$ cat config.mk
export PLATFORM = sky130hd
export DESIGN_NAME = bk_sync_fsm
export DESIGN_NICKNAME = d
export VERILOG_FILES = /design/src/verilog/sms_glue_pkg.sv /design/src/verilog/bk_sync_fsm.sv
export SDC_FILE = /design/constraint.sdc
export NUM_CORES = 1
export LEC_CHECK = 0
export BUFFER_PORTS_ARGS = -buffer_cell sky130_fd_sc_hd__buf_2
export CAP_MARGIN = 10
export CORE_MARGIN = 2
export CORE_UTILIZATION = 47
export CTS_CLUSTER_SIZE = 20
export DETAILED_ROUTE_END_ITERATION = 8
export PLACE_DENSITY = 0.8
export SKIP_CTS_REPAIR_TIMING = 1
export SLEW_MARGIN = 20
export SYNTH_ARGS = -nofsm -noshare
export SYNTH_HDL_FRONTEND = slang
export SYNTH_SLANG_ARGS = --single-unit
$ cat constraint.sdc
create_clock -name clk_sys -period 2.2 [get_ports clk_sys]
set_input_delay 0.11 -clock clk_sys [delete_from_list [all_inputs] [get_ports clk_sys]]
set_output_delay 0.11 -clock clk_sys [all_outputs]
set_load 0.02 [all_outputs]
$ cat src/verilog/sms_glue_pkg.sv
/*
 * Console glue shared definitions
 * Widths, clock-enable phase tables, loader and backup RAM constants
 */

package sms_glue_pkg;

	// ========================================================================
	// Data and address widths
	// ========================================================================
	typedef logic [7:0]  byte_t;        // Download, ROM and backup RAM byte
	typedef logic [24:0] ioctl_addr_t;  // Host download byte address
	typedef logic [21:0] rom_addr_t;    // Cartridge ROM address, memory side
	typedef logic [14:0] nvram_addr_t;  // 32 KB backup RAM
	typedef logic [8:0]  buff_addr_t;   // Byte inside one SD sector
	typedef logic [31:0] sector_t;      // SD sector number, low 6 bits used
	typedef logic [4:0]  ce_phase_t;    // Enable divider phase

	// Backup RAM transfer controller
	typedef enum logic [1:0] {
		BK_IDLE,
		BK_READ,
		BK_WRITE
	} bk_state_t;

	// ========================================================================
	// Clock enables
	// ========================================================================
	localparam int CE_PERIOD = 30;

	// One bit per phase, set where the strobe fires
	localparam logic [CE_PERIOD-1:0] CE_VDP_PHASES =
		(30'd1 << 4) | (30'd1 << 9) | (30'd1 << 14) |
		(30'd1 << 19) | (30'd1 << 24) | (30'd1 << 29);
	localparam logic [CE_PERIOD-1:0] CE_PIX_PHASES =
		(30'd1 << 9) | (30'd1 << 19) | (30'd1 << 29);
	localparam logic [CE_PERIOD-1:0] CE_CPU_PHASES =
		(30'd1 << 9) | (30'd1 << 24);  // Phase 24 suits the HCounter timing

	// ========================================================================
	// Cartridge loader and backup RAM
	// ========================================================================
	localparam int HEADER_BYTES = 512;  // Optional dump header
	localparam int BK_SECTORS   = 64;   // 64 x 512 bytes = 32 KB
	localparam int GG_INDEX     = 2;    // Download index of handheld images

endpackage

$ cat src/verilog/bk_sync_fsm.sv
/*
 * Backup RAM transfer controller
 * Moves the 32 KB battery RAM image to or from the SD host, one sector
 * per acknowledge, on a menu request or after a cartridge download
 */

`timescale 1ns/1ps

module bk_sync_fsm (
	input  logic                  clk_sys,
	input  logic                  rst_n,
	input  logic                  bk_load,
	input  logic                  bk_save,
	input  logic                  download_active,
	input  logic                  download_start,
	input  logic                  download_end,
	input  logic                  img_mounted,
	input  logic                  img_readonly,
	input  logic [63:0]           img_size,
	output sms_glue_pkg::sector_t sd_lba,
	output logic                  sd_rd,
	output logic                  sd_wr,
	input  logic                  sd_ack,
	output logic                  bk_ena,
	output logic                  bk_busy,
	output logic                  bk_loading
);
	import sms_glue_pkg::*;

	bk_state_t state;
	logic      old_load;
	logic      old_save;
	logic      old_ack;
	logic      load_req;
	logic      save_req;
	logic      load_edge;
	logic      save_edge;
	logic      auto_load;
	logic      ack_rise;
	logic      ack_fall;
	logic      last_sector;

	assign load_req  = bk_load & bk_ena;
	assign save_req  = bk_save & bk_ena;
	assign load_edge = load_req & ~old_load;
	assign save_edge = save_req & ~old_save;
	assign auto_load = download_end & (|img_size) & bk_ena;  // Save file present
	assign ack_rise  = sd_ack & ~old_ack;
	assign ack_fall  = ~sd_ack & old_ack;
	assign last_sector = (sd_lba == sector_t'(BK_SECTORS - 1));

	assign bk_busy    = (state != BK_IDLE);
	assign bk_loading = (state == BK_READ);

	// The save file is mounted by the end of the download
	always_ff @(posedge clk_sys) begin
		if (!rst_n)
			bk_ena <= 1'b0;
		else if (download_active && img_mounted && !img_readonly)
			bk_ena <= 1'b1;
		else if (download_start)
			bk_ena <= 1'b0;
	end

	always_ff @(posedge clk_sys) begin
		if (!rst_n) begin
			old_load <= 1'b0;
			old_save <= 1'b0;
			old_ack  <= 1'b0;
		end else begin
			old_load <= load_req;
			old_save <= save_req;
			old_ack  <= sd_ack;
		end
	end

	// ========================================================================
	// Sector sequencer
	// ========================================================================
	always_ff @(posedge clk_sys) begin
		if (!rst_n) begin
			state  <= BK_IDLE;
			sd_lba <= '0;
			sd_rd  <= 1'b0;
			sd_wr  <= 1'b0;
		end else begin
			// Host has taken the request
			if (ack_rise) begin
				sd_rd <= 1'b0;
				sd_wr <= 1'b0;
			end

			case (state)
				BK_IDLE: begin
					if (auto_load || load_edge) begin
						state  <= BK_READ;
						sd_lba <= '0;
						sd_rd  <= 1'b1;
					end else if (save_edge) begin
						state  <= BK_WRITE;
						sd_lba <= '0;
						sd_wr  <= 1'b1;
					end
				end
				BK_READ, BK_WRITE: begin
					if (ack_fall) begin
						if (last_sector) begin
							state <= BK_IDLE;  // Whole image moved
						end else begin
							sd_lba <= sd_lba + sector_t'(1);
							sd_rd  <= (state == BK_READ);
							sd_wr  <= (state == BK_WRITE);
						end
					end
				end
				default: state <= BK_IDLE;
			endcase
		end
	end

	a_one_request: assert property (@(posedge clk_sys) disable iff (!rst_n)
		!(sd_rd && sd_wr));

endmodule

==> impl_metrics.csv <==
group,metric,value,unit
outcome,status,"finished, final reports clean",
flow_run,cap_violations,0,
timing,finalHoldViolCount,0,
clock_tree,root_buffer,"clkbuf_8",
clock_tree,clkTransAtPathRegs,0.08,ns
logic_synthesis,synth_area_leaders,"dfxtp_1, a31oi_1, nor4_1",
finish,regArea,805,µm²
clock_tree,cts_tree,"built",
pwr,combPwrFrac,15.8,%
clock_tree,htree_num_levels,2,
logic_synthesis,synth.cell_area,2400,µm²
die,die_w,75.4,µm
setup_path,cp_data_arrival_time,2.28,ns
setup_path,crit_cells,6,
global_route,track_usage,28.4,%
global_route,grt_pass1_wl,12600,µm
clock_tree,clock_path_buffers,2,
die,row_count,25,
logic_synthesis,ys_seq_area_share,33.4,%
finish,layout-drive-gt1-share,38.0,%
logic_synthesis,ys_types,48,
logic_synthesis,yosys.area.top_type,"dfxtp_1",
placement,io_buffers,110,
logic_synthesis,synthCells,302,
detailed_routing,route.detailed.drc,0,
setup_path,cp_num_buf_inv,0,
logic_synthesis,synth_most_common_cell,"dfxtp_1",
finish,fin_cells,504,
placement,dp_hpwl,5830,µm
pwr,p_per_area,430,nW/µm²
timing,max_slew_margin,69.6,%
setup_path,end_kind,"flop",
logic_synthesis,async_flop_share,0,%
global_route,first_global_vias,2714,
setup_path,reg2reg_depth,6,
logic_synthesis,ys_warn_count,0,
pwr,seq_power_share,51.4,%
pwr,switching_power,0.390,mW
logic_synthesis,synth_flop_cell,"dfxtp_1",
die,fp.dieArea,5690,µm²
global_route,grt_max_degree,25,
detailed_routing,avgViaCountPerCell,6.06,
placement,placedCellCount,497,
finish,utilization,69.4,%
detailed_routing,dr_total_vias,3054,
global_route,antenna_found_initial,0,
finish,multi_input_comb_area,1520,µm²
setup_path,path_cells,"nand4_2 -> or4_4 -> nor4_2 -> nand4_1 -> and3_1 -> a221o_1",
timing,skew,0.0111,ns
worst_hold_path,hold_depth,2,
timing,fmax,0.478,GHz
setup_path,path_max_fanout,7,
timing,holdWs,0.0515,ns
logic_synthesis,synth-seq-cells,40,
logic_synthesis,netlist_top_cells_count,"dfxtp_1, a31oi_1, nor4_1, nand2_1, nor2_1",
die,core_area,4820,µm²
pwr,cellLeakagePower,1.53,nW
finish,area_growth,39.4,%
detailed_routing,routedWlPerCell,15.7,µm
setup_path,required,2.39,ns
clock_tree,clock_latency,0.30,ns
die,ios,111,
finish,fin_nets,516,
pwr,max-vdd-ir-drop,0.000222,V
placement,routabilityCongestion,0.914,
detailed_routing,final_antenna_net_count,0,
setup_path,criticalPathCategory,"flop to flop",
pwr,p_int,1.05,mW
detailed_routing,wl,7900,µm
timing,setup_tns,0,ns
logic_synthesis,synth_top_area_share,33.4,%
pwr,clkPwrFrac,32.8,%
clock_tree,numCtsBuffers,5,
logic_synthesis,synth_edf_count,0,
setup_path,start_kind,"flop",
logic_synthesis,synth_nets,381,
timing,worstMarginPinSlew,0.454,ns
finish,n_antenna_cell,0,
global_route,overflow,0,
detailed_routing,firstDrtPassIters,5,
detailed_routing,drt_iter0_markers,369,
finish,fill_cells,410,
die,die_h,75.4,µm
setup_path,crit_family,"simple AND/OR/NAND/NOR gates",
clock_tree,cts.sink_count,40,
setup_path,critical-path-max-stage-delay,0.54,ns
pwr,p_sw_share,27.1,%
worst_hold_path,hold_path.class,"input pin to flop",
timing,setup-violations-final,0,
timing,fin_crit,2.09,ns
timing,slew_viol_final,0,
logic_synthesis,syn_area_per_cell,7.94,µm²
timing,min_period_over_period,95.1,%
setup_path,crit_path_top_delay_cell,"or4_4",
die,start_util,49.8,%
[power groups by stage]
stage | clock, mW | combinational (mW) | sequential (mW)
finish | 0.471 | 0.226 | 0.738
global route | 0.501 | 0.246 | 0.739
CTS | 0.470 | 0.218 | 0.738
detailed placement | 0 | 0.218 | 0.754
global placement | 0 | 0.215 | 0.754
floorplan | 0 | 0.102 | 0.758
[cell usage in the layout (no fill, tap or decap), drive strengths merged, types with 6 or more instances in the layout]
master | netlist | layout
buf | 5 | 141
dfxtp | 40 | 40
a31oi | 31 | 31
nor4 | 27 | 27
nand2 | 26 | 26
nor2 | 19 | 19
nand4 | 16 | 16
and3 | 14 | 14
o21ai | 14 | 14
nand3 | 13 | 13
inv | 12 | 12
a21oi | 8 | 8
and2 | 7 | 7
a41oi | 6 | 6
a221o | 6 | 6
clkbuf | 8 | 6
[sequential cells by signal (all words and copies together), names as in the netlist]
name and cells:
sd_wr 1, state 2, bk_ena 1, sd_rd 1
old_ack 1, old_save 1, sd_lba 32, old_load 1
[per-layer routing]
metal / up-vias / global-route usage (%) / wire length (µm)
met5: - / 0 / 0
met4: 0 / 9.55 / 128
met3: 17 / 5.69 / 545
met2: 147 / 43.6 / 3670
met1: 1430 / 39.9 / 3560
li1: 1460 / - / -
[logic make-up (layout without fill, tap and decap cells)]
family,after synthesis,after routing,share of synthesized area [%]
muxes,1,1,0.470
DFF,40,40,33.4
and+or+nand+nor,138,138,32.2
AOI/OAI and AO/OA,92,92,26.4
adders and majority gates,5,5,2.61
buffers and inverters,26,161,4.96
[per-stage QoR]
| stage | power, mW | area [µm²] | setup WS (ns) |
|---|---|---|---|
| 2_1_floorplan | 0.861 | 2400 | 0.0232 |
| 3_3_place_gp | 0.969 | 3230 | 0.129 |
| 3_5_place_dp | 0.972 | 3230 | 0.0597 |
| 5_1_grt | 1.49 | 3340 | -0.0273 |
| 6_report | 1.44 | 3340 | 0.108 |
| 4_1_cts | 1.43 | 3300 | 0.0189 |
[worst paths after layout]
kind	slack, ns	start	endpoint
setup / recovery	0.11	sd_lba[20]	sd_lba[30]
hold reg to reg	0.50	sd_lba[31]	sd_lba[31]
setup reg to reg	0.11	sd_lba[20]	sd_lba[30]
hold / removal	0.05	bk_save	old_save
[area by class of cell]
cell class	count	share of cell area [%]
Multi-Input combinational cell	236	45.4
Clock buffer	6	2.17
Timing Repair Buffer	141	24.2
Clock inverter	1	0.150
Tap cell	67	2.51
Inverter	13	1.50
Sequential cell	40	24.1
(Power assumes the default switching activity.)
