## config.mk

```make
export PLATFORM = sky130hd
export DESIGN_NAME = cart_loader
export DESIGN_NICKNAME = d
export VERILOG_FILES = /design/src/verilog/sms_glue_pkg.sv /design/src/verilog/cart_loader.sv
export SDC_FILE = /design/constraint.sdc
export NUM_CORES = 1
export LEC_CHECK = 0
export ABC_AREA = 1
export BUFFER_PORTS_ARGS = -buffer_cell sky130_fd_sc_hd__buf_2
export CELL_PAD_IN_SITES_DETAIL_PLACEMENT = 0
export CELL_PAD_IN_SITES_GLOBAL_PLACEMENT = 2
export CORE_UTILIZATION = 27
export DETAILED_ROUTE_END_ITERATION = 6
export PLACE_DENSITY_LB_ADDON = 0.1
export REMOVE_ABC_BUFFERS = 1
export SLEW_MARGIN = 20
export SYNTH_ARGS = -nofsm -noshare
export SYNTH_HDL_FRONTEND = slang
export SYNTH_SLANG_ARGS = --single-unit
```

## constraint.sdc

```tcl
create_clock -name clk_sys -period 1.6 [get_ports clk_sys]
set_input_delay 0.32 -clock clk_sys [delete_from_list [all_inputs] [get_ports clk_sys]]
set_output_delay 0.32 -clock clk_sys [all_outputs]
set_load 0.02 [all_outputs]
```

## src/verilog/sms_glue_pkg.sv

```systemverilog
/*
 * Console glue shared definitions
 * Widths, clock-enable phase tables, loader and backup RAM constants
 */

package sms_glue_pkg;

	// ========================================================================
	// Data and address widths
	// ========================================================================
	typedef logic [7:0]  byte_t;        // Download, ROM and backup RAM byte
	typedef logic [24:0] ioctl_addr_t;  // Host download byte address
	typedef logic [21:0] rom_addr_t;    // Cartridge ROM address, memory side
	typedef logic [14:0] nvram_addr_t;  // 32 KB backup RAM
	typedef logic [8:0]  buff_addr_t;   // Byte inside one SD sector
	typedef logic [31:0] sector_t;      // SD sector number, low 6 bits used
	typedef logic [4:0]  ce_phase_t;    // Enable divider phase

	// Backup RAM transfer controller
	typedef enum logic [1:0] {
		BK_IDLE,
		BK_READ,
		BK_WRITE
	} bk_state_t;

	// ========================================================================
	// Clock enables
	// ========================================================================
	localparam int CE_PERIOD = 30;

	// One bit per phase, set where the strobe fires
	localparam logic [CE_PERIOD-1:0] CE_VDP_PHASES =
		(30'd1 << 4) | (30'd1 << 9) | (30'd1 << 14) |
		(30'd1 << 19) | (30'd1 << 24) | (30'd1 << 29);
	localparam logic [CE_PERIOD-1:0] CE_PIX_PHASES =
		(30'd1 << 9) | (30'd1 << 19) | (30'd1 << 29);
	localparam logic [CE_PERIOD-1:0] CE_CPU_PHASES =
		(30'd1 << 9) | (30'd1 << 24);  // Phase 24 suits the HCounter timing

	// ========================================================================
	// Cartridge loader and backup RAM
	// ========================================================================
	localparam int HEADER_BYTES = 512;  // Optional dump header
	localparam int BK_SECTORS   = 64;   // 64 x 512 bytes = 32 KB
	localparam int GG_INDEX     = 2;    // Download index of handheld images

endpackage

```

## src/verilog/cart_loader.sv

```systemverilog
/*
 * Cartridge download sequencer
 * Writes each host byte to the ROM memory, learns the image mask and
 * header, and folds console ROM reads into the loaded image
 */

`timescale 1ns/1ps

module cart_loader (
	input  logic                    clk_sys,
	input  logic                    rst_n,
	input  logic                    ioctl_download,
	input  logic                    ioctl_wr,
	input  sms_glue_pkg::ioctl_addr_t ioctl_addr,
	input  sms_glue_pkg::byte_t     ioctl_dout,
	input  sms_glue_pkg::byte_t     ioctl_index,
	output logic                    ioctl_wait,
	output sms_glue_pkg::rom_addr_t rom_wr_addr,
	output sms_glue_pkg::byte_t     rom_wr_data,
	output logic                    rom_wr_req,
	input  logic                    rom_wr_ack,
	input  sms_glue_pkg::rom_addr_t rom_rd_addr,
	output sms_glue_pkg::rom_addr_t mem_rd_addr,
	output logic                    gg,
	output logic                    download_start,
	output logic                    download_end
);
	import sms_glue_pkg::*;

	logic      old_download;
	logic      byte_accept;
	rom_addr_t load_addr;
	rom_addr_t cart_mask;      // Mask of a plain image
	rom_addr_t cart_mask_hdr;  // Mask of an image behind a 512-byte header
	logic [9:0] end_low;       // Low bits of the address after the last byte
	logic      has_header;

	assign byte_accept = ioctl_wr & ioctl_download;
	assign load_addr   = ioctl_addr[$bits(rom_addr_t)-1:0];

	// Download edges, one cycle late
	always_ff @(posedge clk_sys) begin
		if (!rst_n) begin
			old_download   <= 1'b0;
			download_start <= 1'b0;
			download_end   <= 1'b0;
		end else begin
			old_download   <= ioctl_download;
			download_start <= ioctl_download & ~old_download;
			download_end   <= ~ioctl_download & old_download;
		end
	end

	// ========================================================================
	// Write path, toggle request and wait until the ack catches up
	// ========================================================================
	always_ff @(posedge clk_sys) begin
		if (!rst_n) begin
			ioctl_wait  <= 1'b0;
			rom_wr_req  <= 1'b0;
			rom_wr_addr <= '0;
		end else if (download_start) begin
			rom_wr_addr <= '0;
		end else if (byte_accept) begin
			ioctl_wait <= 1'b1;
			rom_wr_req <= ~rom_wr_req;
		end else if (ioctl_wait && (rom_wr_req == rom_wr_ack)) begin
			ioctl_wait  <= 1'b0;  // Memory done, next address
			rom_wr_addr <= rom_wr_addr + rom_addr_t'(1);
		end
	end

	always_ff @(posedge clk_sys) begin
		if (byte_accept)
			rom_wr_data <= ioctl_dout;
	end

	// ========================================================================
	// Image mask and header detection
	// ========================================================================
	always_ff @(posedge clk_sys) begin
		if (!rst_n) begin
			cart_mask     <= '0;
			cart_mask_hdr <= '0;
			end_low       <= '0;
			has_header    <= 1'b0;
			gg            <= 1'b0;
		end else begin
			if (byte_accept) begin
				cart_mask     <= cart_mask | load_addr;
				cart_mask_hdr <= cart_mask_hdr | (load_addr - rom_addr_t'(HEADER_BYTES));
				if (ioctl_addr == '0)
					cart_mask <= '0;  // First byte restarts the plain mask
				if (ioctl_addr == ioctl_addr_t'(HEADER_BYTES))
					cart_mask_hdr <= '0;
				end_low <= ioctl_addr[9:0] + 10'd1;
				gg      <= (ioctl_index == byte_t'(GG_INDEX));
			end
			// Odd multiple of 512 in the size means a header is present
			if (download_end)
				has_header <= end_low[9];
		end
	end

	// Read folding into the loaded image
	always_comb begin
		if (has_header)
			mem_rd_addr = (rom_rd_addr + rom_addr_t'(HEADER_BYTES)) & cart_mask_hdr;
		else
			mem_rd_addr = rom_rd_addr & cart_mask;
	end

	// The memory sees one address for the whole write
	a_wr_addr_hold: assert property (@(posedge clk_sys) disable iff (!rst_n)
		(ioctl_wait && $past(ioctl_wait)) |-> $stable(rom_wr_addr));

endmodule

```

==> flow_summary.json <==
{
  "synth.area.mux_share_pct": 0,
  "required_ps": 1280,
  "routedWlPerCell_um": 13.0,
  "gp_congestion": 0.798,
  "placementRows": 46,
  "failed_checks": "setup timing",
  "cts_buffer_depth": 2,
  "synth_common_cells": "nand2_1 (136), inv_1 (126), nor2_1 (100)",
  "drt_iter0_drc": 143,
  "synth_top_family_by_area": "simple AND/OR/NAND/NOR gates",
  "synth_ff_type": "dfxtp_1",
  "vias": 4622,
  "syn2layout_area_growth_pct": 41.0,
  "hold_viol": 0,
  "die_area_mm2": 0.0167,
  "core_mm2": 0.0158,
  "initial_core_util_pct": 27.6,
  "finalNetCount": 899,
  "grt_max_degree": 23,
  "cpMaxStageDelayCell": "or2_0",
  "via_per_inst": 4.41,
  "cp_max_fo": 7,
  "yosys.area_share.simple_pct": 33.5,
  "cts.sinks": 82,
  "fin_util_pct": 38.9,
  "drive_above_1_share_pct": 27.6,
  "crit_path_cell_trace": "buf_8 > ha_4 > nand2_4 > nor2_4 > buf_6 > nand2_4 > or2_0 > nand3b_1 > nand2_1 > buf_6",
  "io_pins": 125,
  "max_freq_mhz": 597,
  "period_share_pct": 105,
  "cts-root-buf": "clkbuf_16",
  "n_antenna_cell": 0,
  "power_density_mw_per_mm2": 779,
  "setup_tns_ps": -368,
  "setup_ws_ps": -75.8,
  "ys_seq_elements": 82,
  "synth_area_leader_cell": "dfxtp_1",
  "crit_start": "rom_rd_addr[9]",
  "maxCapViolations": 0,
  "fp.dieW_um": 129,
  "numCtsBuffers": 9,
  "place_ws_ps": -280,
  "synth_compound_area_share_pct": 12.7,
  "antenna_found_initial": 0,
  "cts.clk_slew.worst_paths_ps": 60,
  "worstSetupEndpointType": "output pin",
  "outcome": "finished with violations",
  "post-route-min-period_ps": 1680,
  "grt_pass1_wl_mm": 21.7,
  "r2r_slack_ps": 200,
  "rr_worst_depth": 9,
  "cts_tree": "built",
  "design_area_mm2": 0.00615,
  "synth_xor_area_share_pct": 0,
  "seq_area_frac_synth_pct": 39.5,
  "synth_cells": 657,
  "wirelength_met1_mm": 6.43,
  "synth_area_mm2": 0.00436,
  "setup-violations-final": 11,
  "ys_warn_count": 0,
  "hp-class": "primary input to flip-flop",
  "die_y_um": 129,
  "avgSynthCellArea_um2": 6.64,
  "max_stage_delay_ps": 200,
  "synth_cell_types": 35,
  "arrival_ps": 1360,
  "dr_wl_met2_mm": 6.30,
  "p_leak_nw": 2.87,
  "yosys.area_share.adder_pct": 0.860,
  "maxSlewHeadroom_pct": 69.5,
  "crit_buf_inv": 3,
  "synth_async_sr_flop_share_pct": 0,
  "tightest_slew_ps": 456,
  "routed.top_layer": "met4",
  "yosysMostFrequentCell": "nand2_1",
  "ant_nets": 0,
  "grt_pass1_vias": 4423,
  "grt-ovfl-total": 0,
  "clk_latency_ps": 340,
  "synth_edf_count": 8,
  "worstSetupPathDepth": 10,
  "first_pass_iters": 4,
  "drcViolationCount": 0,
  "r2r_start": "rom_wr_addr[0]$_SDFFE_PP0P_",
  "synth_area_leaders": "dfxtp_1 (34%), nand2_1 (12%), inv_1 (11%)",
  "crit_path_start_kind": "primary input",
  "port_buffers": 124,
  "rsz0062_at_grt": "yes",
  "ir_worst_vdd_mv": 0.424,
  "fin_skew_ps": 9.70,
  "nFillCells": 1743,
  "grt_usage_pct": 16.9,
  "wl_met3_um": 711,
  "power_mw": 4.79,
  "slew_viol_final": 0,
  "wl_mm": 13.7,
  "synth_top_area_share_pct": 34.0,
  "crit_type": "primary input to output pin",
  "crit_end": "mem_rd_addr[19]",
  "htree_levels": 3,
  "dp_hpwl_mm": 10.6,
  "dpl_cell_area_mm2": 0.00557,
  "path_delay_family": "simple AND/OR/NAND/NOR gates",
  "regToRegEndpoint": "rom_wr_addr[20]$_SDFFE_PP0P_"
}
-- area by class of cell --
class	instances	area, µm²	share of cell area, %
tap	216	270	4.39
multi-input combinational	433	2180	35.5
sequential	82	1730	28.1
timing repair buffer	176	1230	20.0
inverter	126	483	7.85
clock buffer	12	236	3.85
clock inverter	3	18.8	0.305
-- metal layers --
metal	track usage, %	vias up
met4	6.16	0
met2	27.9	113
met3	3.84	17
li1	-	2421
met5	0	-
met1	21.5	2071
-- where the power goes --
part / switching (mW) / internal, mW
sequential: 0.0385 / 2.16
combinational: 0.396 / 0.304
clock: 0.851 / 1.04
total: 1.29 / 3.51
-- registers in the layout, summed over array words and instances (netlist names) --
| name | flops |
|---|---|
| has_header | 1 |
| rom_wr_data | 8 |
| old_download | 1 |
| rom_wr_addr | 22 |
| download_start | 1 |
| cart_mask_hdr | 22 |
| cart_mask | 22 |
| download_end | 1 |
| gg | 1 |
| rom_wr_req | 1 |
| end_low | 1 |
| ioctl_wait | 1 |
-- worst register-to-register path, stage by stage (launching register included) --
cell,delay (ps)
dfxtp_1,340
ha_1,190
nand3_2,90
inv_1,110
nand2_2,80
nor2_4,100
buf_12,140
nand3_1,90
nor2_1,110
nor2_1,50
-- kinds of logic (layout without fill, tap and decap cells) --
| kind of cell | after synthesis | in the layout |
|---|---|---|
| compound gates | 98 | 98 |
| fa+ha+maj | 3 | 3 |
| buf+inv | 142 | 317 |
| flops | 82 | 82 |
| simple gates | 332 | 332 |
-- worst min path at each step --
stage | from | end | slack, ps | cells past startpoint
final | ioctl_dout[4] | rom_wr_data[4]$_DFFE_PP_ | 150 | 1
after CTS | ioctl_dout[4] | rom_wr_data[4]$_DFFE_PP_ | 140 | 1
after global placement | old_download$_SDFF_PN0_ | download_start$_SDFF_PN0_ | 400 | 1
after global routing | ioctl_dout[2] | rom_wr_data[2]$_DFFE_PP_ | 140 | 1
after detailed placement | old_download$_SDFF_PN0_ | download_start$_SDFF_PN0_ | 410 | 1
after floorplan | old_download$_SDFF_PN0_ | download_start$_SDFF_PN0_ | 390 | 1
-- layout by cell type, fill, tap and decap left out, drive strengths merged --
master	synthesis	layout
nand4	16	16
nor4b	1	1
nand3	55	55
clkinvlp	0	2
nand2	139	139
a31oi	3	3
o31ai	1	1
or2	1	1
buf	11	176
nor2	107	107
a21oi	38	38
a211oi	1	1
nand3b	2	2
o32ai	2	2
nor3	9	9
clkinv	0	3
o211ai	1	1
o21bai	12	12
edfxtp	8	8
nor4	1	1
dfxtp	74	74
o21ai	40	40
ha	3	3
inv	126	124
clkbuf	5	12
and2	1	1
-- repair_timing --
item,CTS,global route
buffers inserted,1,4
hold buffers,0,0
gates resized for setup,68,28
setup endpoints to repair,22,25
pin swaps,7,11
-- through the flow --
step / hold WS, ps / instances
after detailed placement: 410 / 1028
after floorplan: 391 / 641
after CTS: 139 / 1044
after global placement: 399 / 1028
final: 152 / 1048
after global routing: 143 / 1048
Note: power is estimated with default switching activity, not from simulation.
