<file path="src/verilog/sms_glue_pkg.sv">
/*
 * Console glue shared definitions
 * Widths, clock-enable phase tables, loader and backup RAM constants
 */

package sms_glue_pkg;

	// ========================================================================
	// Data and address widths
	// ========================================================================
	typedef logic [7:0]  byte_t;        // Download, ROM and backup RAM byte
	typedef logic [24:0] ioctl_addr_t;  // Host download byte address
	typedef logic [21:0] rom_addr_t;    // Cartridge ROM address, memory side
	typedef logic [14:0] nvram_addr_t;  // 32 KB backup RAM
	typedef logic [8:0]  buff_addr_t;   // Byte inside one SD sector
	typedef logic [31:0] sector_t;      // SD sector number, low 6 bits used
	typedef logic [4:0]  ce_phase_t;    // Enable divider phase

	// Backup RAM transfer controller
	typedef enum logic [1:0] {
		BK_IDLE,
		BK_READ,
		BK_WRITE
	} bk_state_t;

	// ========================================================================
	// Clock enables
	// ========================================================================
	localparam int CE_PERIOD = 30;

	// One bit per phase, set where the strobe fires
	localparam logic [CE_PERIOD-1:0] CE_VDP_PHASES =
		(30'd1 << 4) | (30'd1 << 9) | (30'd1 << 14) |
		(30'd1 << 19) | (30'd1 << 24) | (30'd1 << 29);
	localparam logic [CE_PERIOD-1:0] CE_PIX_PHASES =
		(30'd1 << 9) | (30'd1 << 19) | (30'd1 << 29);
	localparam logic [CE_PERIOD-1:0] CE_CPU_PHASES =
		(30'd1 << 9) | (30'd1 << 24);  // Phase 24 suits the HCounter timing

	// ========================================================================
	// Cartridge loader and backup RAM
	// ========================================================================
	localparam int HEADER_BYTES = 512;  // Optional dump header
	localparam int BK_SECTORS   = 64;   // 64 x 512 bytes = 32 KB
	localparam int GG_INDEX     = 2;    // Download index of handheld images

endpackage

</file>
<file path="src/verilog/ce_divider.sv">
/*
 * Clock-enable divider
 * Divide-by-30 phase counter decoded into CPU, VDP, pixel and sprite strobes
 */

`timescale 1ns/1ps

module ce_divider (
	input  logic clk_sys,
	input  logic rst_n,
	output logic ce_cpu,
	output logic ce_vdp,
	output logic ce_pix,
	output logic ce_sp
);
	import sms_glue_pkg::*;

	ce_phase_t phase;

	// Phase counter, wraps after CE_PERIOD cycles
	always_ff @(posedge clk_sys) begin
		if (!rst_n) begin
			phase <= '0;
		end else if (phase == ce_phase_t'(CE_PERIOD - 1)) begin
			phase <= '0;
		end else begin
			phase <= phase + ce_phase_t'(1);
		end
	end

	// Strobes are registered from the current phase
	always_ff @(posedge clk_sys) begin
		if (!rst_n) begin
			ce_vdp <= 1'b0;
			ce_pix <= 1'b0;
			ce_cpu <= 1'b0;
			ce_sp  <= 1'b0;
		end else begin
			ce_vdp <= CE_VDP_PHASES[phase];  // div5
			ce_pix <= CE_PIX_PHASES[phase];  // div10
			ce_cpu <= CE_CPU_PHASES[phase];  // div15
			ce_sp  <= phase[0];              // div2
		end
	end

	// Slower enables must land on a VDP slot
	a_cpu_on_vdp: assert property (@(posedge clk_sys) disable iff (!rst_n)
		ce_cpu |-> ce_vdp);
	a_pix_on_vdp: assert property (@(posedge clk_sys) disable iff (!rst_n)
		ce_pix |-> ce_vdp);

endmodule

</file>
<file path="config.mk">
export PLATFORM = sky130hd
export DESIGN_NAME = ce_divider
export DESIGN_NICKNAME = d
export VERILOG_FILES = /design/src/verilog/sms_glue_pkg.sv /design/src/verilog/ce_divider.sv
export SDC_FILE = /design/constraint.sdc
export NUM_CORES = 1
export LEC_CHECK = 0
export BUFFER_PORTS_ARGS = -buffer_cell sky130_fd_sc_hd__buf_2
export CORE_AREA = 2 2 39 41
export CTS_CLUSTER_DIAMETER = 100
export DETAILED_ROUTE_END_ITERATION = 10
export DIE_AREA = 0 0 41 43
export SYNTH_ARGS = -nofsm -noshare
export SYNTH_HDL_FRONTEND = slang
export SYNTH_SLANG_ARGS = --single-unit
</file>
<file path="constraint.sdc">
create_clock -name clk_sys -period 3.5 [get_ports clk_sys]
set_clock_uncertainty 0.1 [all_clocks]
set_input_delay 0.7 -clock clk_sys [delete_from_list [all_inputs] [get_ports clk_sys]]
set_output_delay 0.7 -clock clk_sys [all_outputs]
set_load 0.01 [all_outputs]
</file>
==> results of run 1 <==
==> layer usage <==
layer / track usage / vias to the layer above / wire (um)
li1: - / 182 / -
met1: 0.135 / 150 / 376
met2: 0.138 / 14 / 319
met3: 0.0942 / 2 / 69
met4: 0.0600 / 0 / 9
met5: 0 / - / 0
==> final cells by class <==
type                    instances  share of cell area
well taps                      16              0.0376
inverters                       3              0.0212
flip-flops and latches          9               0.339
repair buffers                  5              0.0471
clock buffers                   4              0.0494
multi-input cells              34               0.506
==> critical path, delay by kind of cell, from the launching register on <==
family / cells / cell delay (ns)
buf+inv: 1 / 0.14
flops: 1 / 0.47
mux: 1 / 0.26
fa+ha+maj: 1 / 0.24
simple gates: 2 / 0.47
==> power by group <==
group	total, mW	switching [mW]	internal, mW
logic	0.0219	0.0114	0.0105
clock network	0.0791	0.0353	0.0439
registers	0.112	0.00525	0.106
==> cell families after synthesis <==
logic type | after synthesis | share of synthesized area
adders and majority gates | 7 | 0.184
xor gates and xnor gates | 2 | 0.0368
and+or+nand+nor | 18 | 0.213
AOI/OAI and AO/OA | 5 | 0.0790
buffers and inverters | 6 | 0.0553
muxes | 2 | 0.0526
DFF | 9 | 0.379
==> registers in the layout, summed over array words and instances, names as in the netlist <==
| register | count |
|---|---|
| ce_cpu | 1 |
| ce_pix | 1 |
| ce_sp | 1 |
| ce_vdp | 1 |
| phase | 5 |
==> worst max-delay path by stage <==
stage / start / end / slack, ns
finish: phase[0]$_SDFF_PP0_ / ce_vdp$_SDFF_PN0_ / 1.72
floorplan: phase[0]$_SDFF_PP0_ / ce_vdp$_SDFF_PN0_ / 1.84
global placement: phase[0]$_SDFF_PP0_ / ce_vdp$_SDFF_PN0_ / 1.78
global route: phase[0]$_SDFF_PP0_ / ce_vdp$_SDFF_PN0_ / 1.67
CTS: phase[0]$_SDFF_PP0_ / ce_vdp$_SDFF_PN0_ / 1.74
detailed placement: phase[0]$_SDFF_PP0_ / ce_vdp$_SDFF_PN0_ / 1.75
==> cell usage in the layout, fill, tap and decap left out, types with 2 or more instances in the layout <==
| cell type | n |
|---|---|
| inv_1 | 2 |
| xor2_1 | 2 |
| ha_1 | 7 |
| dfxtp_1 | 9 |
| clkbuf_4 | 3 |
| nand3_1 | 2 |
| buf_2 | 5 |
| nor2_1 | 5 |
| nand2_1 | 2 |
==> through the flow <==
step | utilization | std cells | cell area, um2
2_1_floorplan | - | 49 | 475
4_1_cts | 0.384 | 71 | 532
6_report | 0.384 | 71 | 532
3_3_place_gp | 0.365 | 67 | 505
3_5_place_dp | 0.365 | 67 | 505
5_1_grt | 0.384 | 71 | 532
==> results by group, run 1 <==
Floorplan
  – Die H: 43 um
  – Initial Utilization: 0.344
  – I/O pin count: 6
  – Placement Rows: 14
  – Die area: 1760 um2
  – Std-Cell Core Area: 1380 um2
  – Die Span X: 41 um

Critical path
  – Critical path required time: 3.55 ns
  – Crit-path cells: inv_1 -> ha_1 -> mux2_4 -> or3_1 -> and4_1
  – CP Capture Type: flip-flop
  – Crit start category: flip-flop
  – FF-to-FF setup slack: 1.72 ns
  – Crit-path slowest cell: dfxtp_1
  – Critical Setup Path Class: flip-flop to flip-flop
  – Max incr delay on CP: 0.47 ns
  – R2r startpoint: phase[0]$_SDFF_PP0_
  – R2R cell count: 5
  – Worst path arrival time: 1.84 ns
  – CP Max Fanout: 8
  – FF-to-FF End: ce_vdp$_SDFF_PN0_

Final layout
  – # diodes: 0
  – Layout area overhead: 11.8%
  – Layout cells sized above 1: 0.182
  – Multi-input logic area: 269 um2
  – Fillcell total: 144
  – Final nets: 65
  – FF/Latch Area: 180 um2

Hold path
  – Hold Startpoint: phase[0]$_SDFF_PP0_
  – Worst hold path depth: 1
  – HP Class: flip-flop to flip-flop
  – Hold Path Sink: phase[0]$_SDFF_PP0_

Placed design
  – Placer Congestion: 0.708
  – Post-placement worst setup slack: 1.75 ns
  – Port Buf Inserts: 5
  – Dpl hpwl: 570 um

Clock network
  – Clock sink count: 9
  – Clk root buf: clkbuf_4
  – Clock-pin slew on the worst setup and hold paths: 0.06 ns
  – Clk Latency, worst-skew pair: 0.26 ns
  – Worst-case clock buffer depth: 2
  – Hold buffers post-CTS: 0
  – Post-CTS setup buffer count: 0
  – CTS buffer count: 3
  – H-tree depth: 1
  – CTS tree: yes
  – # resized after CTS: 0

Logic synthesis
  – Top FF cell, synth: dfxtp_1
  – Syn avg cell area: 9.70 um2
  – Post-synth EDFFs: 0
  – Yosys warning count: 0
  – Post-synthesis sequential area ratio: 0.379
  – Mapped Area: 475 um2
  – Top-count cell post-synth: dfxtp_1
  – Synth area leader: dfxtp_1
  – Top cell type's share of synthesized area: 0.379
  – Post-Syn Instances: 49
  – Post-synth top cells: dfxtp_1 (9), ha_1 (7), nor2_1 (5)
  – Syn nets: 58
  – FFs w/ async S/R, synth: 0
  – Synth cell types: 25
  – Area contributors post-synth: dfxtp_1 (38%), ha_1 (18%), nor2_1 (3.9%)
  – Yosys reg bits: 9

Pwr
  – Max IR drop VDD: 0.000226 V
  – P per Cell Area: 400 nW/um2
  – Tot Pwr: 213 uW
  – Leakage Power: 0.232 nW

Routing
  – Routed vias/inst: 4.90
  – Drc violations: 0
  – Vias: 348
  – Number of routed nets with antenna violations: 0
  – DR pass1 iterations: 4
  – Wire length per cell: 10.9 um
  – Post-Route WL: 774 um
  – Initial drt markers: 11

Global routing
  – Gr usage total: 0.114
  – Vias in the first global route: 302
  – Initial antenna violation count: 0
  – First-pass GRT wire length: 1.26 mm
  – Largest net degree at the start of global routing: 12
  – Grt total ovfl: 0

STA
  – Fmax: 561 MHz
  – Setup violators final: 0
  – Worst slew pin tran: 0.383 ns
  – Hold_ws: 0.441 ns
  – Period utilization: 0.509
  – Max transition margin: 0.744
  – RSZ-0062 raised after global routing: no
  – Setup TNS: 0 ns
  – Final min period: 1.78 ns
  – Final Max Tran Viols: 0
  – Final Hold Fails: 0
  – Final setup margin: 1.72 ns

Outcome
  – Outcome: completed

Job
  – Max cap viols: 0
(Power assumes the default switching activity.)
==> inputs of run 2 (changes only) <==
==> constraint.sdc (replaced) <==
create_clock -name clk_sys -period 1.72 [get_ports clk_sys]
set_clock_uncertainty 0.1 [all_clocks]
set_input_delay 0.344 -clock clk_sys [delete_from_list [all_inputs] [get_ports clk_sys]]
set_output_delay 0.344 -clock clk_sys [all_outputs]
set_load 0.01 [all_outputs]
==> run 2 against run 1 <==
Effect of this change:
- clock power increased by 110%
- critical path depth unchanged
- non-clock buffer count increased by 2
- routed wire length increased by 9.9%
- sequential cell count unchanged
- combinational power increased by 140%
- global-route usage increased by 1.2 points
- critical endpoint unchanged
- first-iteration DRC count decreased by 64%
- register-to-register slack got worse by 1.6 ns
- largest power group unchanged
- core utilization increased by 1.1 points
- highest routed layer unchanged
==> results by group, run 2 (synthesis results as in run 1) <==
Final layout
  – Most frequent cells in the layout: dfxtp_1 (9), ha_1 (7), nor2_1 (5), buf_2 (5), clkbuf_4 (3)
  – # diodes: 0
  – Layout cells sized above 1: 0.211
  – Reg with most FFs: phase
  – Layout area overhead: 15.0%
  – Final core occ: 0.395
  – Max FFs per register: 5
  – Final nets: 67
  – Most common cell after layout, fill and taps aside: dfxtp_1

Pwr
  – Max IR drop VDD: 0.000386 V
  – Tot Pwr: 443 uW
  – P per Cell Area: 811 nW/um2
  – Leakage Power: 0.243 nW

Floorplan
  – Placement Rows: 14
  – I/O pin count: 6
  – Std-Cell Core Area: 1380 um2
  – Initial Utilization: 0.344
  – Die area: 1760 um2
  – Die Span X: 41 um
  – Die H: 43 um

Critical path
  – Crit-path cells: inv_1 -> ha_1 -> mux2_4 -> or3_1 -> and4_1
  – Critical Setup Path Class: flip-flop to flip-flop
  – Crit-path slowest cell: dfxtp_1
  – FF-to-FF setup slack: 0.08 ns
  – R2r startpoint: phase[1]$_SDFF_PP0_
  – Critical path required time: 1.78 ns
  – Worst path arrival time: 1.69 ns
  – Max incr delay on CP: 0.37 ns
  – FF-to-FF End: ce_vdp$_SDFF_PN0_
  – Crit start category: flip-flop
  – CP Max Fanout: 4
  – Critical path's top delay family: simple AND/OR/NAND/NOR gates
  – R2R cell count: 5
  – Worst setup path startpoint: phase[1]$_SDFF_PP0_
  – CP Capture Type: flip-flop
  – Sum of buffers and inverters on the critical path: 1

STA
  – Period utilization: 0.951
  – Max transition margin: 0.767
  – Final min period: 1.64 ns
  – Worst slew pin tran: 0.349 ns
  – Final Hold Fails: 0
  – Setup TNS: 0 ns
  – Fmax: 612 MHz
  – RSZ-0062 raised after global routing: no
  – Final setup margin: 0.0849 ns
  – Setup violators final: 0
  – Final Max Tran Viols: 0

Global routing
  – Initial antenna violation count: 0
  – First-pass GRT wire length: 1.44 mm
  – Gr usage total: 0.126
  – Vias in the first global route: 350
  – Grt total ovfl: 0
  – Largest net degree at the start of global routing: 11

Clock network
  – Clock-pin slew on the worst setup and hold paths: 0.06 ns
  – CTS tree: yes
  – Post-CTS setup buffer count: 0
  – Clk root buf: clkbuf_4
  – Hold buffers post-CTS: 0
  – Worst-case clock buffer depth: 2
  – Clk Latency, worst-skew pair: 0.27 ns
  – H-tree depth: 1
  – # resized after CTS: 0
  – Clock sink count: 9
  – CTS buffer count: 3

Job
  – Max cap viols: 0

Placed design
  – Placer Congestion: 0.780
  – Dpl hpwl: 612 um
  – Post-placement worst setup slack: 0.0947 ns
  – Port Buf Inserts: 5

Hold path
  – HP Class: input port to flip-flop
  – Hold Path Sink: ce_cpu$_SDFF_PN0_
  – Hold Startpoint: rst_n
  – Worst hold path depth: 3

Routing
  – Drc violations: 0
  – Initial drt markers: 4
  – Wire length per cell: 11.7 um
  – Vias: 374
  – Post-Route WL: 851 um
  – Number of routed nets with antenna violations: 0
  – DR pass1 iterations: 4
  – Routed vias/inst: 5.12

Outcome
  – Outcome: completed
-- run 2: cell types whose count changed in the layout (fill, tap and decap cells not counted), sizes merged --
| cell | delta |
|---|---|
| buf | +2 |
-- run 2: final cells by class --
class	count	area [um2]
tap	16	20.0
inverter	3	11.3
fill	151	837
sequential	9	180
timing repair buffer	7	40.0
multi-input combinational	34	269
clock buffer	4	26.3
-- run 2: worst reg2reg max path, delay by kind of cell, from the launching register on --
| kind | cells | cell delay [ns] |
|---|---|---|
| buffers and inverters | 1 | 0.10 |
| multiplexers | 1 | 0.26 |
| flip-flops | 1 | 0.37 |
| adder cells (fa/ha/maj) | 1 | 0.21 |
| AND/OR/NAND/NOR | 2 | 0.49 |
-- run 2: worst max path at each step --
stage / to / cells after the start / slack, ns
finish: ce_vdp$_SDFF_PN0_ / 5 / 0.08
global route: ce_vdp$_SDFF_PN0_ / 5 / 0.01
CTS: ce_vdp$_SDFF_PN0_ / 5 / 0.08
detailed placement: ce_vdp$_SDFF_PN0_ / 5 / 0.09
global placement: ce_vdp$_SDFF_PN0_ / 5 / 0.15
floorplan: ce_vdp$_SDFF_PN0_ / 5 / 0.06
-- run 2: report_power, final --
part	leakage, nW	switching (mW)	internal (mW)
registers	0.0734	0.00733	0.217
logic	0.154	0.0282	0.0238
clock network	0.0150	0.0777	0.0897
-- run 2: metal layers --
metal | vias up | global-route usage | share of wire
li1 | 186 | - | -
met4 | 0 | 0.100 | 0.028
met2 | 21 | 0.181 | 0.47
met1 | 164 | 0.135 | 0.41
met3 | 3 | 0.0524 | 0.092
met5 | - | 0 | 0
-- run 2: metrics by stage --
stage               cell area (um2)  instances  hold WS, ns
finish                          547         73        0.250
global route                    547         73        0.253
CTS                             547         73        0.242
detailed placement              520         69        0.458
global placement                520         69        0.450
floorplan                       475         49        0.370
==> inputs of run 3 (changes only) <==
--- a/config.mk
+++ b/config.mk
@@ -6,10 +6,13 @@
 export NUM_CORES = 1
 export LEC_CHECK = 0
 export BUFFER_PORTS_ARGS = -buffer_cell sky130_fd_sc_hd__buf_2
-export CORE_AREA = 2 2 39 41
+export CELL_PAD_IN_SITES_DETAIL_PLACEMENT = 1
+export CELL_PAD_IN_SITES_GLOBAL_PLACEMENT = 2
+export CORE_MARGIN = 2
+export CORE_UTILIZATION = 32
 export CTS_CLUSTER_DIAMETER = 100
 export DETAILED_ROUTE_END_ITERATION = 10
-export DIE_AREA = 0 0 41 43
+export PLACE_DENSITY_LB_ADDON = 0.1
 export SYNTH_ARGS = -nofsm -noshare
 export SYNTH_HDL_FRONTEND = slang
 export SYNTH_SLANG_ARGS = --single-unit
==> run 3 against run 2 <==
Effect of this change:
- non-clock buffer count stayed put
- clock power is 4% lower
- total power is 1.2% lower
- worst setup slack better by 0.040 ns
- register-to-register slack better by 0.04 ns
- final cell count is 1.4% lower
- critical path type unchanged
- largest cell class unchanged
==> results by group, run 3 (synthesis results as in run 1) <==
Clock network
  – Clk root buf: clkbuf_4
  – H-tree depth: 1
  – Clock-pin slew on the worst setup and hold paths: 0.06 ns
  – Clock sink count: 9
  – Worst-case clock buffer depth: 2
  – CTS tree: yes
  – Clk Latency, worst-skew pair: 0.26 ns
  – CTS buffer count: 3

Final layout
  – Multi-input logic area: 269 um2
  – Layout cells sized above 1: 0.228
  – Post-route cell area: 547 um2
  – Final core occ: 0.405
  – Reg with most FFs: phase
  – # diodes: 0
  – Layout area overhead: 15.0%
  – Most common cell after layout, fill and taps aside: dfxtp_1
  – Max FFs per register: 5
  – Final nets: 67
  – Most frequent cells in the layout: dfxtp_1 (8), ha_1 (7), nor2_1 (5), buf_2 (5), clkbuf_4 (3)
  – Fillcell total: 163
  – FF/Latch Area: 181 um2

Placed design
  – Dpl hpwl: 713 um
  – Placer Congestion: 0.760
  – Post-placement worst setup slack: 0.0777 ns
  – Placed Area: 519 um2
  – Port Buf Inserts: 5

Critical path
  – R2r startpoint: phase[1]$_SDFF_PP0_
  – Critical path required time: 1.78 ns
  – Crit start category: flip-flop
  – Worst path arrival time: 1.65 ns
  – R2R cell count: 5
  – FF-to-FF setup slack: 0.12 ns
  – Max incr delay on CP: 0.35 ns
  – CP Capture Type: flip-flop
  – Worst setup path startpoint: phase[1]$_SDFF_PP0_
  – Sum of buffers and inverters on the critical path: 1
  – FF-to-FF End: ce_vdp$_SDFF_PN0_
  – Crit path depth: 5
  – Critical Setup Path Class: flip-flop to flip-flop
  – CP Max Fanout: 4
  – Crit-path slowest cell: dfxtp_2
  – Crit-path cells: inv_1 -> ha_1 -> mux2_4 -> or3_1 -> and4_1
  – Critical path's top delay family: simple AND/OR/NAND/NOR gates
  – CP endpoint: ce_vdp$_SDFF_PN0_

Global routing
  – Initial antenna violation count: 0
  – First-pass GRT wire length: 1.70 mm
  – Largest net degree at the start of global routing: 11
  – Grt total ovfl: 0
  – Vias in the first global route: 394
  – Gr usage total: 0.126

STA
  – Hold_ws: 0.282 ns
  – RSZ-0062 raised after global routing: no
  – Final Max Tran Viols: 0
  – Final setup margin: 0.125 ns
  – Worst slew pin tran: 0.367 ns
  – Period utilization: 0.927
  – Setup TNS: 0 ns
  – Max transition margin: 0.755
  – Setup violators final: 0
  – Final min period: 1.60 ns
  – Fmax: 627 MHz
  – Final Hold Fails: 0

Outcome
  – Outcome: completed

Floorplan
  – Placement Rows: 13
  – Std-Cell Core Area: 1350 um2
  – Die area: 1810 um2
  – Initial Utilization: 0.352
  – Die H: 42.5 um
  – Die Span X: 42.5 um
  – I/O pin count: 6

Routing
  – Wire length per cell: 13.0 um
  – Vias: 375
  – Routed vias/inst: 5.21
  – DR pass1 iterations: 4
  – Initial drt markers: 7
  – Drc violations: 0
  – Post-Route WL: 937 um
  – Number of routed nets with antenna violations: 0

Hold path
  – HP Class: input port to flip-flop
  – Worst hold path depth: 3

Pwr
  – Max IR drop VDD: 0.000394 V
  – P per Cell Area: 801 nW/um2
  – Leakage Power: 0.243 nW

Job
  – Max cap viols: 0
-- run 3: changes by cell type in the layout (fill, tap and decap cells not counted) --
cell / change
dfxtp_1: -1
dfxtp_2: +1
-- run 3: how the worst min path moves through the flow --
stage,startpoint,end
final,rst_n,ce_cpu$_SDFF_PN0_
after global routing,rst_n,ce_cpu$_SDFF_PN0_
after CTS,rst_n,ce_cpu$_SDFF_PN0_
after detailed placement,phase[0]$_SDFF_PP0_,phase[0]$_SDFF_PP0_
after global placement,phase[0]$_SDFF_PP0_,phase[0]$_SDFF_PP0_
after floorplan,rst_n,ce_cpu$_SDFF_PN0_
-- run 3: tightest hold or removal path: cells and delay by family --
| family | cells | cell delay (ns) |
|---|---|---|
| buf+inv | 1 | 0.14 |
| simple gates | 2 | 0.12 |
-- run 3: routing by layer --
metal | up-vias | wire length, um | global-route usage
li1 | 186 | - | -
met1 | 177 | 410 | 0.127
met2 | 9 | 465 | 0.215
met3 | 3 | 49 | 0.0647
met4 | 0 | 11 | 0.0563
met5 | - | 0 | 0
-- run 3: where the power goes --
part / leakage (nW) / internal, mW / switching (mW)
Clock: 0.0150 / 0.0892 / 0.0707
Combinational: 0.154 / 0.0243 / 0.0291
Sequential: 0.0737 / 0.217 / 0.00755
-- run 3: metrics by stage --
| step | cells | power, mW |
|---|---|---|
| global route | 72 | 0.471 |
| finish | 72 | 0.438 |
| CTS | 72 | 0.448 |
| detailed placement | 68 | 0.283 |
| global placement | 68 | 0.280 |
| floorplan | 49 | 0.264 |
-- run 3: area by class of cell --
| class | count | area share |
|---|---|---|
| clock buffer | 4 | 0.0481 |
| inverter | 3 | 0.0206 |
| multi-input combinational | 34 | 0.492 |
| sequential | 9 | 0.332 |
| tap | 15 | 0.0343 |
| timing repair buffer | 7 | 0.0732 |
-- run 3: timing repair --
action                                  CTS  global route
hold buffers                              0             0
endpoints found under the setup margin    0             1
hold endpoints to repair                  0             0
setup buffers                             0             0
resized for setup                         0             1
